<file path="src/source/dma_consts.svh">
`ifndef DMA_CONSTS_SVH
`define DMA_CONSTS_SVH

// bus widths
`define DMA_ADDR_W 16
`define DMA_DATA_W 8

// register map of the cpu i/o space
`define DMA_REG_OAM   16'hFF46
`define DMA_REG_HDMA1 16'hFF51
`define DMA_REG_HDMA2 16'hFF52
`define DMA_REG_HDMA3 16'hFF53
`define DMA_REG_HDMA4 16'hFF54
`define DMA_REG_HDMA5 16'hFF55

// oam copy, fixed page and length
`define DMA_OAM_PAGE 8'hFE
`define DMA_OAM_LEN  160

// video ram copies
`define DMA_VRAM_TOP  3'b100
`define DMA_BLOCK_LEN 16

`endif

</file>
<file path="src/source/dma_pkg.sv">
`include "dma_consts.svh"

package dma_pkg;

   // field view of the hdma5 control byte
   typedef struct packed {
      logic                    hblank_mode;   // 1 selects hblank dma
      logic [`DMA_DATA_W-2:0]  block_count;   // blocks minus one
   } hdma5_ctrl_s;

   // same byte seen raw for storage and read-back, or split into fields
   typedef union packed {
      logic [`DMA_DATA_W-1:0]  raw;
      hdma5_ctrl_s             ctrl;
   } hdma5_word_u;

endpackage

</file>
<file path="src/source/dma_io_regs.sv">
`timescale 1ns/1ps
`include "dma_consts.svh"

module dma_io_regs (
   input  logic                     I_CLK,
   input  logic                     I_SYNC_RESET,
   input  logic [`DMA_ADDR_W-1:0]   ioreg_addr,
   input  logic [`DMA_DATA_W-1:0]   ioreg_wdata,
   input  logic                     ioreg_we_l,
   input  logic                     ioreg_re_l,
   output logic [`DMA_DATA_W-1:0]   ioreg_rdata,
   input  logic                     vram_busy,
   output logic [`DMA_DATA_W-1:0]   oam_src_page,
   output logic [`DMA_DATA_W-1:0]   hdma_src_high,
   output logic [`DMA_DATA_W-1:0]   hdma_src_low,
   output logic [`DMA_DATA_W-1:0]   hdma_dst_high,
   output logic [`DMA_DATA_W-1:0]   hdma_dst_low,
   output dma_pkg::hdma5_word_u     hdma5_ctrl,
   output logic                     oam_start,
   output logic                     hdma5_write
);

   dma_pkg::hdma5_word_u hdma5_status;   // what a read of ff55 returns

   // register storage, written on the edge where the strobe is low
   always_ff @(posedge I_CLK) begin
      if (I_SYNC_RESET) begin
         oam_src_page   <= '0;
         hdma_src_high  <= '0;
         hdma_src_low   <= '0;
         hdma_dst_high  <= '0;
         hdma_dst_low   <= '0;
         hdma5_ctrl.raw <= '0;
      end else if (!ioreg_we_l) begin
         case (ioreg_addr)
            `DMA_REG_OAM:   oam_src_page   <= ioreg_wdata;
            `DMA_REG_HDMA1: hdma_src_high  <= ioreg_wdata;
            `DMA_REG_HDMA2: hdma_src_low   <= ioreg_wdata;
            `DMA_REG_HDMA3: hdma_dst_high  <= ioreg_wdata;
            `DMA_REG_HDMA4: hdma_dst_low   <= ioreg_wdata;
            `DMA_REG_HDMA5: hdma5_ctrl.raw <= ioreg_wdata;
            default: ;
         endcase
      end
   end

   // start pulses, one cycle after the write lands
   always_ff @(posedge I_CLK) begin
      if (I_SYNC_RESET) begin
         oam_start   <= 1'b0;
         hdma5_write <= 1'b0;
      end else begin
         oam_start   <= !ioreg_we_l && (ioreg_addr == `DMA_REG_OAM);
         hdma5_write <= !ioreg_we_l && (ioreg_addr == `DMA_REG_HDMA5);
      end
   end

   // ff55 reads as status, not as the stored control byte
   always_comb begin
      hdma5_status.raw              = '0;
      hdma5_status.ctrl.hblank_mode = vram_busy;   // busy in bit 7
   end

   always_comb begin
      ioreg_rdata = '0;
      if (!ioreg_re_l) begin
         case (ioreg_addr)
            `DMA_REG_OAM:   ioreg_rdata = oam_src_page;
            `DMA_REG_HDMA1: ioreg_rdata = hdma_src_high;
            `DMA_REG_HDMA2: ioreg_rdata = hdma_src_low;
            `DMA_REG_HDMA3: ioreg_rdata = hdma_dst_high;
            `DMA_REG_HDMA4: ioreg_rdata = hdma_dst_low;
            `DMA_REG_HDMA5: ioreg_rdata = hdma5_status.raw;
            default:        ioreg_rdata = '0;   // unmapped
         endcase
      end
   end

endmodule

</file>
<file path="src/source/oam_dma_engine.sv">
`timescale 1ns/1ps
`include "dma_consts.svh"

module oam_dma_engine (
   input  logic                     I_CLK,
   input  logic                     I_SYNC_RESET,
   input  logic                     oam_start,
   input  logic [`DMA_DATA_W-1:0]   oam_src_page,
   output logic                     oam_active,
   output logic [`DMA_ADDR_W-1:0]   oam_rd_addr,
   output logic [`DMA_ADDR_W-1:0]   oam_wr_addr,
   output logic                     oam_strobe_l
);

   localparam logic OAM_IDLE = 1'b0;
   localparam logic OAM_COPY = 1'b1;

   localparam logic [`DMA_DATA_W-1:0] OAM_LAST = `DMA_DATA_W'(`DMA_OAM_LEN - 1);

   logic                    oam_state;
   logic [`DMA_DATA_W-1:0]  oam_count;   // byte offset, low half of both addresses

   always_ff @(posedge I_CLK) begin
      if (I_SYNC_RESET) begin
         oam_state <= OAM_IDLE;
         oam_count <= '0;
      end else begin
         case (oam_state)
            OAM_IDLE: begin
               if (oam_start) begin
                  oam_state <= OAM_COPY;
                  oam_count <= '0;
               end
            end
            OAM_COPY: begin
               if (oam_count == OAM_LAST) begin   // byte 159 moves this cycle
                  oam_state <= OAM_IDLE;
                  oam_count <= '0;
               end else begin
                  oam_count <= oam_count + `DMA_DATA_W'(1);
               end
            end
            default: begin
               oam_state <= OAM_IDLE;
            end
         endcase
      end
   end

   // every cycle in copy is one byte moved
   assign oam_active   = (oam_state == OAM_COPY);
   assign oam_strobe_l = !oam_active;

   assign oam_rd_addr = {oam_src_page, oam_count};
   assign oam_wr_addr = {`DMA_OAM_PAGE, oam_count};   // sprite table at fe00

endmodule

</file>
<file path="src/source/vram_dma_engine.sv">
`timescale 1ns/1ps
`include "dma_consts.svh"

module vram_dma_engine (
   input  logic                     I_CLK,
   input  logic                     I_SYNC_RESET,
   input  logic                     I_HBLANK,
   input  logic                     hdma5_write,
   input  dma_pkg::hdma5_word_u     hdma5_ctrl,
   input  logic [`DMA_DATA_W-1:0]   hdma_src_high,
   input  logic [`DMA_DATA_W-1:0]   hdma_src_low,
   input  logic [`DMA_DATA_W-1:0]   hdma_dst_high,
   input  logic [`DMA_DATA_W-1:0]   hdma_dst_low,
   output logic                     vram_active,
   output logic [`DMA_ADDR_W-1:0]   vram_rd_addr,
   output logic [`DMA_ADDR_W-1:0]   vram_wr_addr,
   output logic                     vram_strobe_l,
   output logic                     vram_busy
);

   localparam logic [2:0] VRAM_IDLE        = 3'd0;
   localparam logic [2:0] VRAM_GEN_RUN     = 3'd1;
   localparam logic [2:0] VRAM_WAIT_BLANK  = 3'd2;
   localparam logic [2:0] VRAM_BLOCK_WRITE = 3'd3;
   localparam logic [2:0] VRAM_BLOCK_PAUSE = 3'd4;

   localparam int BLOCK_LAST = `DMA_BLOCK_LEN - 1;

   logic [2:0]              vram_state;
   logic [`DMA_ADDR_W-1:0]  vram_count;   // offset shared by both bases
   logic [`DMA_ADDR_W-1:0]  src_base;
   logic [`DMA_ADDR_W-1:0]  dst_base;
   logic [`DMA_ADDR_W-1:0]  xfer_last;    // offset of the final byte
   logic                    block_end;
   logic                    xfer_end;
   logic                    cancel_req;
   logic                    hblank_d1;
   logic                    hblank_rise;

   // both bases aligned to 16 bytes, destination forced into 8000-9ff0
   assign src_base = {hdma_src_high, hdma_src_low[7:4], 4'b0000};
   assign dst_base = {`DMA_VRAM_TOP, hdma_dst_high[4:0], hdma_dst_low[7:4], 4'b0000};

   // 16*(n+1)-1, the low nibble of the last offset is always f
   assign xfer_last = {{(`DMA_ADDR_W - 11){1'b0}},
                       hdma5_ctrl.ctrl.block_count,
                       BLOCK_LAST[3:0]};

   assign block_end  = (vram_count[3:0] == BLOCK_LAST[3:0]);
   assign xfer_end   = (vram_count == xfer_last);
   assign cancel_req = hdma5_write && !hdma5_ctrl.ctrl.hblank_mode;

   assign vram_rd_addr = src_base + vram_count;
   assign vram_wr_addr = dst_base + vram_count;

   // blanking rise, seen by the fsm two cycles after the input edge
   always_ff @(posedge I_CLK) begin
      if (I_SYNC_RESET) begin
         hblank_d1   <= 1'b0;
         hblank_rise <= 1'b0;
      end else begin
         hblank_d1   <= I_HBLANK;
         hblank_rise <= I_HBLANK && !hblank_d1;
      end
   end

   always_ff @(posedge I_CLK) begin
      if (I_SYNC_RESET) begin
         vram_state <= VRAM_IDLE;
         vram_count <= '0;
      end else begin
         case (vram_state)
            VRAM_IDLE: begin
               vram_count <= '0;
               if (hdma5_write) begin
                  if (hdma5_ctrl.ctrl.hblank_mode) begin
                     vram_state <= VRAM_WAIT_BLANK;
                  end else begin
                     vram_state <= VRAM_GEN_RUN;
                  end
               end
            end
            VRAM_GEN_RUN: begin
               if (xfer_end) begin
                  vram_state <= VRAM_IDLE;
                  vram_count <= '0;
               end else begin
                  vram_count <= vram_count + `DMA_ADDR_W'(1);
               end
            end
            VRAM_WAIT_BLANK: begin
               if (cancel_req) begin
                  vram_state <= VRAM_IDLE;
               end else if (hblank_rise) begin
                  vram_state <= VRAM_BLOCK_WRITE;
               end
            end
            VRAM_BLOCK_WRITE: begin
               if (cancel_req || xfer_end) begin
                  vram_state <= VRAM_IDLE;
                  vram_count <= '0;
               end else if (block_end) begin   // 16th byte of this burst
                  vram_state <= VRAM_BLOCK_PAUSE;
                  vram_count <= vram_count + `DMA_ADDR_W'(1);
               end else begin
                  vram_count <= vram_count + `DMA_ADDR_W'(1);
               end
            end
            VRAM_BLOCK_PAUSE: begin
               if (cancel_req) begin
                  vram_state <= VRAM_IDLE;
                  vram_count <= '0;
               end else if (hblank_rise) begin
                  vram_state <= VRAM_BLOCK_WRITE;   // count carries on
               end
            end
            default: begin
               vram_state <= VRAM_IDLE;
            end
         endcase
      end
   end

   // port is requested only in cycles that move a byte
   assign vram_active   = (vram_state == VRAM_GEN_RUN) || (vram_state == VRAM_BLOCK_WRITE);
   assign vram_strobe_l = !vram_active;

   // pending and paused hblank transfers also count as busy
   assign vram_busy = (vram_state != VRAM_IDLE);

endmodule

</file>
<file path="src/source/dma_port_arbiter.sv">
`timescale 1ns/1ps
`include "dma_consts.svh"

module dma_port_arbiter (
   input  logic                     oam_active,
   input  logic [`DMA_ADDR_W-1:0]   oam_rd_addr,
   input  logic [`DMA_ADDR_W-1:0]   oam_wr_addr,
   input  logic                     oam_strobe_l,
   input  logic                     vram_active,
   input  logic [`DMA_ADDR_W-1:0]   vram_rd_addr,
   input  logic [`DMA_ADDR_W-1:0]   vram_wr_addr,
   input  logic                     vram_strobe_l,
   output logic [`DMA_ADDR_W-1:0]   rdma_addr,
   output logic                     rdma_re_l,
   output logic [`DMA_ADDR_W-1:0]   wdma_addr,
   output logic                     wdma_we_l
);

   // oam wins over video ram, one strobe drives both sides
   always_comb begin
      if (oam_active) begin
         rdma_addr = oam_rd_addr;
         wdma_addr = oam_wr_addr;
         rdma_re_l = oam_strobe_l;
         wdma_we_l = oam_strobe_l;
      end else if (vram_active) begin
         rdma_addr = vram_rd_addr;
         wdma_addr = vram_wr_addr;
         rdma_re_l = vram_strobe_l;
         wdma_we_l = vram_strobe_l;
      end else begin
         rdma_addr = '0;   // idle port
         wdma_addr = '0;
         rdma_re_l = 1'b1;
         wdma_we_l = 1'b1;
      end
   end

endmodule

</file>
<file path="src/source/dma_controller.sv">
`timescale 1ns/1ps
`include "dma_consts.svh"

module dma_controller (
   input  logic                     I_CLK,
   input  logic                     I_SYNC_RESET,
   input  logic                     I_HBLANK,
   input  logic [`DMA_ADDR_W-1:0]   ioreg_addr,
   input  logic [`DMA_DATA_W-1:0]   ioreg_wdata,
   input  logic                     ioreg_we_l,
   input  logic                     ioreg_re_l,
   output logic [`DMA_DATA_W-1:0]   ioreg_rdata,
   output logic [`DMA_ADDR_W-1:0]   rdma_addr,
   output logic                     rdma_re_l,
   input  logic [`DMA_DATA_W-1:0]   rdma_data,
   output logic [`DMA_ADDR_W-1:0]   wdma_addr,
   output logic                     wdma_we_l,
   output logic [`DMA_DATA_W-1:0]   wdma_data
);

   logic [`DMA_DATA_W-1:0]  oam_src_page;
   logic [`DMA_DATA_W-1:0]  hdma_src_high;
   logic [`DMA_DATA_W-1:0]  hdma_src_low;
   logic [`DMA_DATA_W-1:0]  hdma_dst_high;
   logic [`DMA_DATA_W-1:0]  hdma_dst_low;
   dma_pkg::hdma5_word_u    hdma5_ctrl;
   logic                    oam_start;
   logic                    hdma5_write;
   logic                    vram_busy;
   logic                    oam_active;
   logic [`DMA_ADDR_W-1:0]  oam_rd_addr;
   logic [`DMA_ADDR_W-1:0]  oam_wr_addr;
   logic                    oam_strobe_l;
   logic                    vram_active;
   logic [`DMA_ADDR_W-1:0]  vram_rd_addr;
   logic [`DMA_ADDR_W-1:0]  vram_wr_addr;
   logic                    vram_strobe_l;

   // memory answers in the same cycle, so the byte goes straight through
   assign wdma_data = rdma_data;

   dma_io_regs u_io_regs (
      .I_CLK         (I_CLK),
      .I_SYNC_RESET  (I_SYNC_RESET),
      .ioreg_addr    (ioreg_addr),
      .ioreg_wdata   (ioreg_wdata),
      .ioreg_we_l    (ioreg_we_l),
      .ioreg_re_l    (ioreg_re_l),
      .ioreg_rdata   (ioreg_rdata),
      .vram_busy     (vram_busy),
      .oam_src_page  (oam_src_page),
      .hdma_src_high (hdma_src_high),
      .hdma_src_low  (hdma_src_low),
      .hdma_dst_high (hdma_dst_high),
      .hdma_dst_low  (hdma_dst_low),
      .hdma5_ctrl    (hdma5_ctrl),
      .oam_start     (oam_start),
      .hdma5_write   (hdma5_write)
   );

   oam_dma_engine u_oam_dma (
      .I_CLK        (I_CLK),
      .I_SYNC_RESET (I_SYNC_RESET),
      .oam_start    (oam_start),
      .oam_src_page (oam_src_page),
      .oam_active   (oam_active),
      .oam_rd_addr  (oam_rd_addr),
      .oam_wr_addr  (oam_wr_addr),
      .oam_strobe_l (oam_strobe_l)
   );

   vram_dma_engine u_vram_dma (
      .I_CLK         (I_CLK),
      .I_SYNC_RESET  (I_SYNC_RESET),
      .I_HBLANK      (I_HBLANK),
      .hdma5_write   (hdma5_write),
      .hdma5_ctrl    (hdma5_ctrl),
      .hdma_src_high (hdma_src_high),
      .hdma_src_low  (hdma_src_low),
      .hdma_dst_high (hdma_dst_high),
      .hdma_dst_low  (hdma_dst_low),
      .vram_active   (vram_active),
      .vram_rd_addr  (vram_rd_addr),
      .vram_wr_addr  (vram_wr_addr),
      .vram_strobe_l (vram_strobe_l),
      .vram_busy     (vram_busy)
   );

   dma_port_arbiter u_arbiter (
      .oam_active    (oam_active),
      .oam_rd_addr   (oam_rd_addr),
      .oam_wr_addr   (oam_wr_addr),
      .oam_strobe_l  (oam_strobe_l),
      .vram_active   (vram_active),
      .vram_rd_addr  (vram_rd_addr),
      .vram_wr_addr  (vram_wr_addr),
      .vram_strobe_l (vram_strobe_l),
      .rdma_addr     (rdma_addr),
      .rdma_re_l     (rdma_re_l),
      .wdma_addr     (wdma_addr),
      .wdma_we_l     (wdma_we_l)
   );

endmodule

</file>
<file path="config.mk">
export PLATFORM = sky130hd
export DESIGN_NAME = dma_controller
export DESIGN_NICKNAME = d
export VERILOG_FILES = /design/src/source/dma_pkg.sv /design/src/source/dma_io_regs.sv /design/src/source/oam_dma_engine.sv /design/src/source/vram_dma_engine.sv /design/src/source/dma_port_arbiter.sv /design/src/source/dma_controller.sv
export VERILOG_INCLUDE_DIRS = /design/src /design/src/source
export SDC_FILE = /design/constraint.sdc
export NUM_CORES = 1
export LEC_CHECK = 0
export ABC_AREA = 1
export BUFFER_PORTS_ARGS = -buffer_cell sky130_fd_sc_hd__buf_2
export CELL_PAD_IN_SITES_DETAIL_PLACEMENT = 1
export CELL_PAD_IN_SITES_GLOBAL_PLACEMENT = 1
export CORE_MARGIN = 3
export CORE_UTILIZATION = 25
export CTS_CLUSTER_SIZE = 24
export DETAILED_ROUTE_END_ITERATION = 10
export PLACE_DENSITY_LB_ADDON = 0.1
export SLEW_MARGIN = 10
export SYNTH_ARGS = -nofsm -noshare
export SYNTH_HDL_FRONTEND = slang
export SYNTH_SLANG_ARGS = --single-unit
export TNS_END_PERCENT = 10
</file>
<file path="constraint.sdc">
create_clock -name I_CLK -period 2.9 [get_ports I_CLK]
set_input_delay 0.145 -clock I_CLK [delete_from_list [all_inputs] [get_ports I_CLK]]
set_output_delay 0.145 -clock I_CLK [all_outputs]
set_load 0.01 [all_outputs]
</file>
==> flow_summary.json, run 1 <==
{
  "clock-sinks": 80,
  "drive_above_1_share_pct": 15.1,
  "reg2reg_depth": 10,
  "cts_tree": "built",
  "crit_path_max_fanout": 9,
  "fmax_mhz": 376,
  "syn_avg_cell_area_um2": 6.50,
  "die_area_um2": 23500,
  "hold_viol": 0,
  "dieWidth_um": 153,
  "cp-start-kind": "flop",
  "nNetsFinal": 951,
  "hold_class": "input pin to flop",
  "vias": 5575,
  "ys_seq_area_share_pct": 29.5,
  "yosys_warnings": 0,
  "drtPass1Iterations": 4,
  "drc_errors": 0,
  "grt_pass1_vias": 5830,
  "clockBufferDepth": 2,
  "rsz0062_at_grt": "no",
  "startpoint": "u_vram_dma.vram_count[4]",
  "max-vdd-ir-drop_uv": 229,
  "worstHoldStart": "ioreg_wdata[1]",
  "rows": 53,
  "p_leak_uw": 0.00277,
  "setup-violations-final": 0,
  "reg2reg_from": "u_vram_dma.vram_count[1]",
  "syn_area_um2": 5430,
  "end_kind": "primary output",
  "final.min_clock_period_ps": 2660,
  "synth_cells": 835,
  "grt_max_degree": 34,
  "start_util_pct": 25.7,
  "port_buffers": 70,
  "synth_edf_count": 0,
  "wl_per_cell_um": 17.9,
  "ys_ff_latch": 80,
  "worstMarginPinSlew_ps": 702,
  "antenna_left": 0,
  "dpl_cell_area_um2": 5950,
  "grt_overflow_total": 0,
  "pin_count": 87,
  "drt_first_iter_violations": 233,
  "post-route-period-util_pct": 91.7,
  "ctsHtreeMaxLevel": 3,
  "worst_clock_skew_ps": 7.03,
  "drt-vias-per-instance": 4.76,
  "grt_pass1_wl_um": 33100,
  "clk_latency_ps": 350,
  "die-height_um": 153,
  "required_ps": 2760,
  "clockRootBuffer": "clkbuf_16",
  "synthArstFlopShare_pct": 0,
  "syn-num-nets": 896,
  "rrSetupSlack_ps": 920,
  "cts_buffers": 9,
  "postCtsSetupRepairBufs": 0,
  "hold_path_depth": 3,
  "dp_hpwl_um": 16500,
  "antenna_found_initial": 0,
  "pwr_density_cell_nw_per_um2": 517,
  "core_um2": 21200,
  "holdPathEnd": "u_io_regs.oam_src_page[1]",
  "maxSlewViolCount": 0,
  "fin_area_um2": 6300,
  "maxSlewHeadroom_pct": 53.1,
  "globalRouteTotalUtil_pct": 17.9,
  "reg2reg_to": "u_vram_dma.vram_count[5]",
  "path_class": "flop to primary output",
  "tns_ps": 0,
  "worstPathArrival_ps": 2510,
  "outcome": "complete, no violations",
  "ys.flop_type": "dfxtp_1",
  "diodes": 0,
  "synth_cell_types": 44,
  "drv_cap": 0,
  "syn_to_final_growth_pct": 16.0,
  "gp_congestion": 0.827,
  "routed_wl_um": 20900,
  "clk_pin_slew_ps": 70
}
metrics by stage:
stage,worst slack [ps],std cells,power (uW),util [%],hold WS (ps)
final,241,1170,3260,29.8,160
after global routing,59.4,1170,3460,29.8,184
after CTS,81.8,1170,3320,29.8,157
after detailed placement,471,1153,1990,28.1,290
after global placement,523,1153,1980,28.1,290
after floorplan,973,835,1760,-,222
logic make-up after synthesis:
group           after synthesis  synth area share [%]
flops                        80                  29.5
xor+xnor                     11                  1.78
buf+inv                     130                  10.8
fa+ha+maj                    24                  5.81
simple gates                395                  33.1
compound gates              195                  19.0
where the power goes:
part           total, uW  internal (uW)  switching, uW
Clock               1310            804            507
Sequential          1160           1130           31.6
Combinational        784            218            566
Total               3260           2150           1100
cell usage in the layout (no fill, tap or decap), drive strengths merged, types with 3 or more instances in the layout:
master	n
o22ai	6
nor2	105
a21oi	81
nor3	15
xnor2	3
clkbuf	12
ha	22
inv	95
nand3	66
dfxtp	80
o21ai	97
buf	78
nand2	191
nand4	11
xor2	8
critical path, stage by stage (launching register included):
cell and delay, ps:
dfxtp_2 450, ha_1 230, inv_1 60, fa_1 360, inv_1 130, nand3_1 90, nand2_1 110, nand2_1 60
inv_1 80, o21ai_0 150, nand3_1 110, nand2_1 50, o21ai_0 130, buf_2 150
registers in the layout, indices dropped and copies added, names as in the netlist:
| name | count |
|---|---|
| u_vram_dma.hblank_d1 | 1 |
| u_io_regs.oam_start | 1 |
| u_io_regs.hdma_dst_low | 8 |
| u_vram_dma.hblank_rise | 1 |
| u_vram_dma.vram_state | 3 |
| u_io_regs.hdma_src_low | 8 |
| u_oam_dma.oam_active | 1 |
| u_io_regs.oam_src_page | 8 |
| u_vram_dma.vram_count | 16 |
| u_io_regs.hdma5_write | 1 |
| u_io_regs.hdma5_ctrl | 8 |
| u_io_regs.hdma_dst_high | 8 |
| u_io_regs.hdma_src_high | 8 |
| u_oam_dma.oam_count | 8 |
worst max path at each step:
stage	endpoint	slack (ps)	depth (start not counted)
floorplan	wdma_addr[10]	970	12
global placement	wdma_addr[10]	520	13
detailed placement	wdma_addr[10]	470	13
CTS	wdma_addr[10]	80	13
global route	wdma_addr[10]	60	13
finish	wdma_addr[10]	240	13
metal layers:
metal	global-route usage, %	part of all wire, %	up-vias
li1	-	-	2850
met1	24.8	49	2624
met2	29.5	46	84
met3	2.41	3.5	17
met4	4.58	1.4	0
met5	0	0	-
synth_stat cells, types with 2 or more instances:
cell / count / share of area (%)
xor2_1: 8 / 1.3
fa_1: 2 / 0.74
clkbuf_1: 10 / 0.69
nand2_2: 5 / 0.58
a21o_1: 2 / 0.28
nor2_4: 10 / 2.1
buf_4: 19 / 2.6
o22ai_1: 6 / 0.69
nor3_1: 14 / 1.3
a21oi_2: 2 / 0.32
a21oi_1: 79 / 7.3
inv_1: 88 / 6.1
nor2_1: 89 / 6.2
nor2_2: 5 / 0.58
ha_1: 22 / 5.1
inv_2: 7 / 0.48
dfxtp_1: 80 / 30
nand2_1: 185 / 13
o21bai_1: 2 / 0.28
or2_2: 2 / 0.23
nand4_1: 11 / 1.3
o21ai_1: 8 / 0.74
xnor2_1: 3 / 0.48
buf_6: 3 / 0.62
a31oi_1: 2 / 0.23
nand3_1: 62 / 5.7
nand3_2: 3 / 0.55
buf_2: 3 / 0.28
o211ai_1: 2 / 0.28
o21ai_0: 87 / 8.0
final cells by class:
| type | instances | area (um2) |
|---|---|---|
| Multi-Input combinational cell | 625 | 3240 |
| Tap cell | 275 | 344 |
| Clock buffer | 12 | 256 |
| Fill cell | 2724 | 14900 |
| Inverter | 95 | 357 |
| Clock inverter | 4 | 76.3 |
| Sequential cell | 80 | 1600 |
| Timing Repair Buffer | 79 | 420 |
repair_timing:
action / in CTS / in global routing
resized for setup: 0 / 1
hold buffers: 1 / 0
endpoints found under the setup margin: 0 / 1
endpoints found under the hold margin: 1 / 0
Note: power is estimated with default switching activity, not from simulation.
==> run 2, diff against run 1 <==
- CORE_MARGIN: 3 -> 10
- RECOVER_POWER: unset -> 50
==> flow_summary.json, run 2 (synthesis results as in run 1) <==
{
  "hold_viol": 0,
  "clk_latency_ps": 350,
  "tns_ps": 0,
  "die-height_um": 167,
  "p_leak_uw": 0.00271,
  "fmax_mhz": 386,
  "outcome": "complete, no violations",
  "dp_hpwl_um": 17000,
  "vias": 5577,
  "worstMarginPinSlew_ps": 1170,
  "pwr-share-clk_pct": 36.9,
  "clk_pin_slew_ps": 60,
  "grt_pass1_vias": 5733,
  "globalRouteTotalUtil_pct": 15.0,
  "slowest_delay_ps": 420,
  "drv_cap": 0,
  "grt_max_degree": 23,
  "hold_class": "input pin to flop",
  "final.min_clock_period_ps": 2590,
  "cts_tree": "built",
  "postCtsSetupRepairBufs": 0,
  "required_ps": 2760,
  "ctsHtreeMaxLevel": 3,
  "combPwrFrac_pct": 25.3,
  "regMostFlops": "u_vram_dma.vram_count",
  "clockBufferDepth": 2,
  "grt_overflow_total": 0,
  "maxSlewHeadroom_pct": 21.3,
  "final_common_cell": "nand2_1",
  "total_power_uw": 3080,
  "cts_hold_buf": 0,
  "switching_power_uw": 1080,
  "cts_buffers": 9,
  "drc_errors": 0,
  "start_util_pct": 25.6,
  "p_sw_share_pct": 35.0,
  "pin_count": 87,
  "clockRootBuffer": "clkbuf_16",
  "max-vdd-ir-drop_uv": 288,
  "maxSlewViolCount": 0,
  "worstPathArrival_ps": 2450,
  "layout_common_cells": "187 x nand2_1, 97 x nor2_1, 91 x o21ai_0",
  "gp_congestion": 0.825,
  "diodes": 0,
  "drive_above_1_share_pct": 13.0,
  "worstPathCellList": "ha_1 > inv_1 > fa_1 > inv_1 > nand3_1 > nand2_1 > nand2_1 > inv_1 > o21ai_0 > nand3_1 > nand2_1 > o21ai_0 > buf_2",
  "setup_slack_ps": 308,
  "ctsResizeCount": 0,
  "nNetsFinal": 949,
  "largest_register_ffs": 16,
  "crit_path_max_fanout": 9,
  "post-route-period-util_pct": 89.4,
  "num-fill-cells": 2777,
  "routed_wl_um": 21400,
  "port_buffers": 70,
  "seqPwrFrac_pct": 37.8,
  "clock-sinks": 80,
  "path_buf_inv": 4,
  "core_um2": 21200,
  "end_kind": "primary output",
  "antenna_left": 0,
  "cp-start-kind": "flop",
  "die_area_um2": 28000,
  "cp_top_family": "adder cells",
  "setup-violations-final": 0,
  "rows": 53,
  "pwr_density_cell_nw_per_um2": 504,
  "drt-vias-per-instance": 4.78,
  "place_ws_ps": 518,
  "syn_to_final_growth_pct": 12.7,
  "drt_first_iter_violations": 269,
  "grt_pass1_wl_um": 33500,
  "wl_per_cell_um": 18.4,
  "p_int_uw": 2000,
  "worst_clock_skew_ps": 11.0,
  "slowest_stage": "dfxtp_2",
  "path_class": "flop to primary output",
  "rsz0062_at_grt": "no",
  "dieWidth_um": 167,
  "antenna_found_initial": 0,
  "drtPass1Iterations": 4
}
[run 2: cell count changes in the layout (fill, tap and decap cells not counted), moves of 3 or more]
cell / before / now
nor2_4: 10 / 3
nand3_2: 3 / 0
o21ai_0: 87 / 91
nand3_1: 62 / 66
o21ai_1: 8 / 4
nor2_1: 89 / 97
[run 2: power groups by stage]
stage	Clock, uW	Sequential [uW]	Combinational (uW)
after global routing	1220	1170	893
after floorplan	0	1180	585
after detailed placement	0	1190	806
after CTS	1180	1160	808
after global placement	0	1190	806
final	1140	1160	781
[run 2: worst paths after layout]
path	from	endpoint	slack, ps	depth (start not counted)
max reg2reg	u_vram_dma.vram_count[1]	u_vram_dma.vram_count[14]	620	10
min	I_HBLANK	u_vram_dma.hblank_d1	10	3
max	u_vram_dma.vram_count[4]	wdma_addr[10]	310	13
min reg2reg	u_vram_dma.hblank_d1	u_vram_dma.hblank_rise	390	1
[run 2: final cells by class]
cell class	count	area [um2]	share of cell area [%]
Tap cell	275	344	5.62
Inverter	95	357	5.83
Clock inverter	4	47.5	0.777
Timing Repair Buffer	77	398	6.50
Clock buffer	10	229	3.74
Sequential cell	80	1600	26.2
Multi-Input combinational cell	625	3140	51.3
[run 2: worst reg2reg max path, delay by kind of cell, from the launching register on]
| family | cells | cell delay [ps] |
|---|---|---|
| AO/OA/AOI/OAI | 1 | 100 |
| adder cells (fa/ha/maj) | 1 | 190 |
| flip-flops | 1 | 380 |
| AND/OR/NAND/NOR | 8 | 1500 |
[run 2: per-stage QoR]
step,util [%],instance area [um2],hold WS [ps],instances
after floorplan,-,5430,222,835
after global placement,28.0,5950,290,1152
after detailed placement,28.0,5950,290,1152
after CTS,29.3,6220,0.900,1166
after global routing,28.8,6120,58.9,1166
final,28.8,6120,13.7,1166
[run 2: per-layer routing]
layer  routed length (um)  global-route usage (%)  part of all wire [%]
met5                    0                       0                     0
met3                  665                    2.79                   3.1
met1                11000                    20.4                    51
met2                 9570                    24.0                    45
met4                  224                    3.07                   1.0
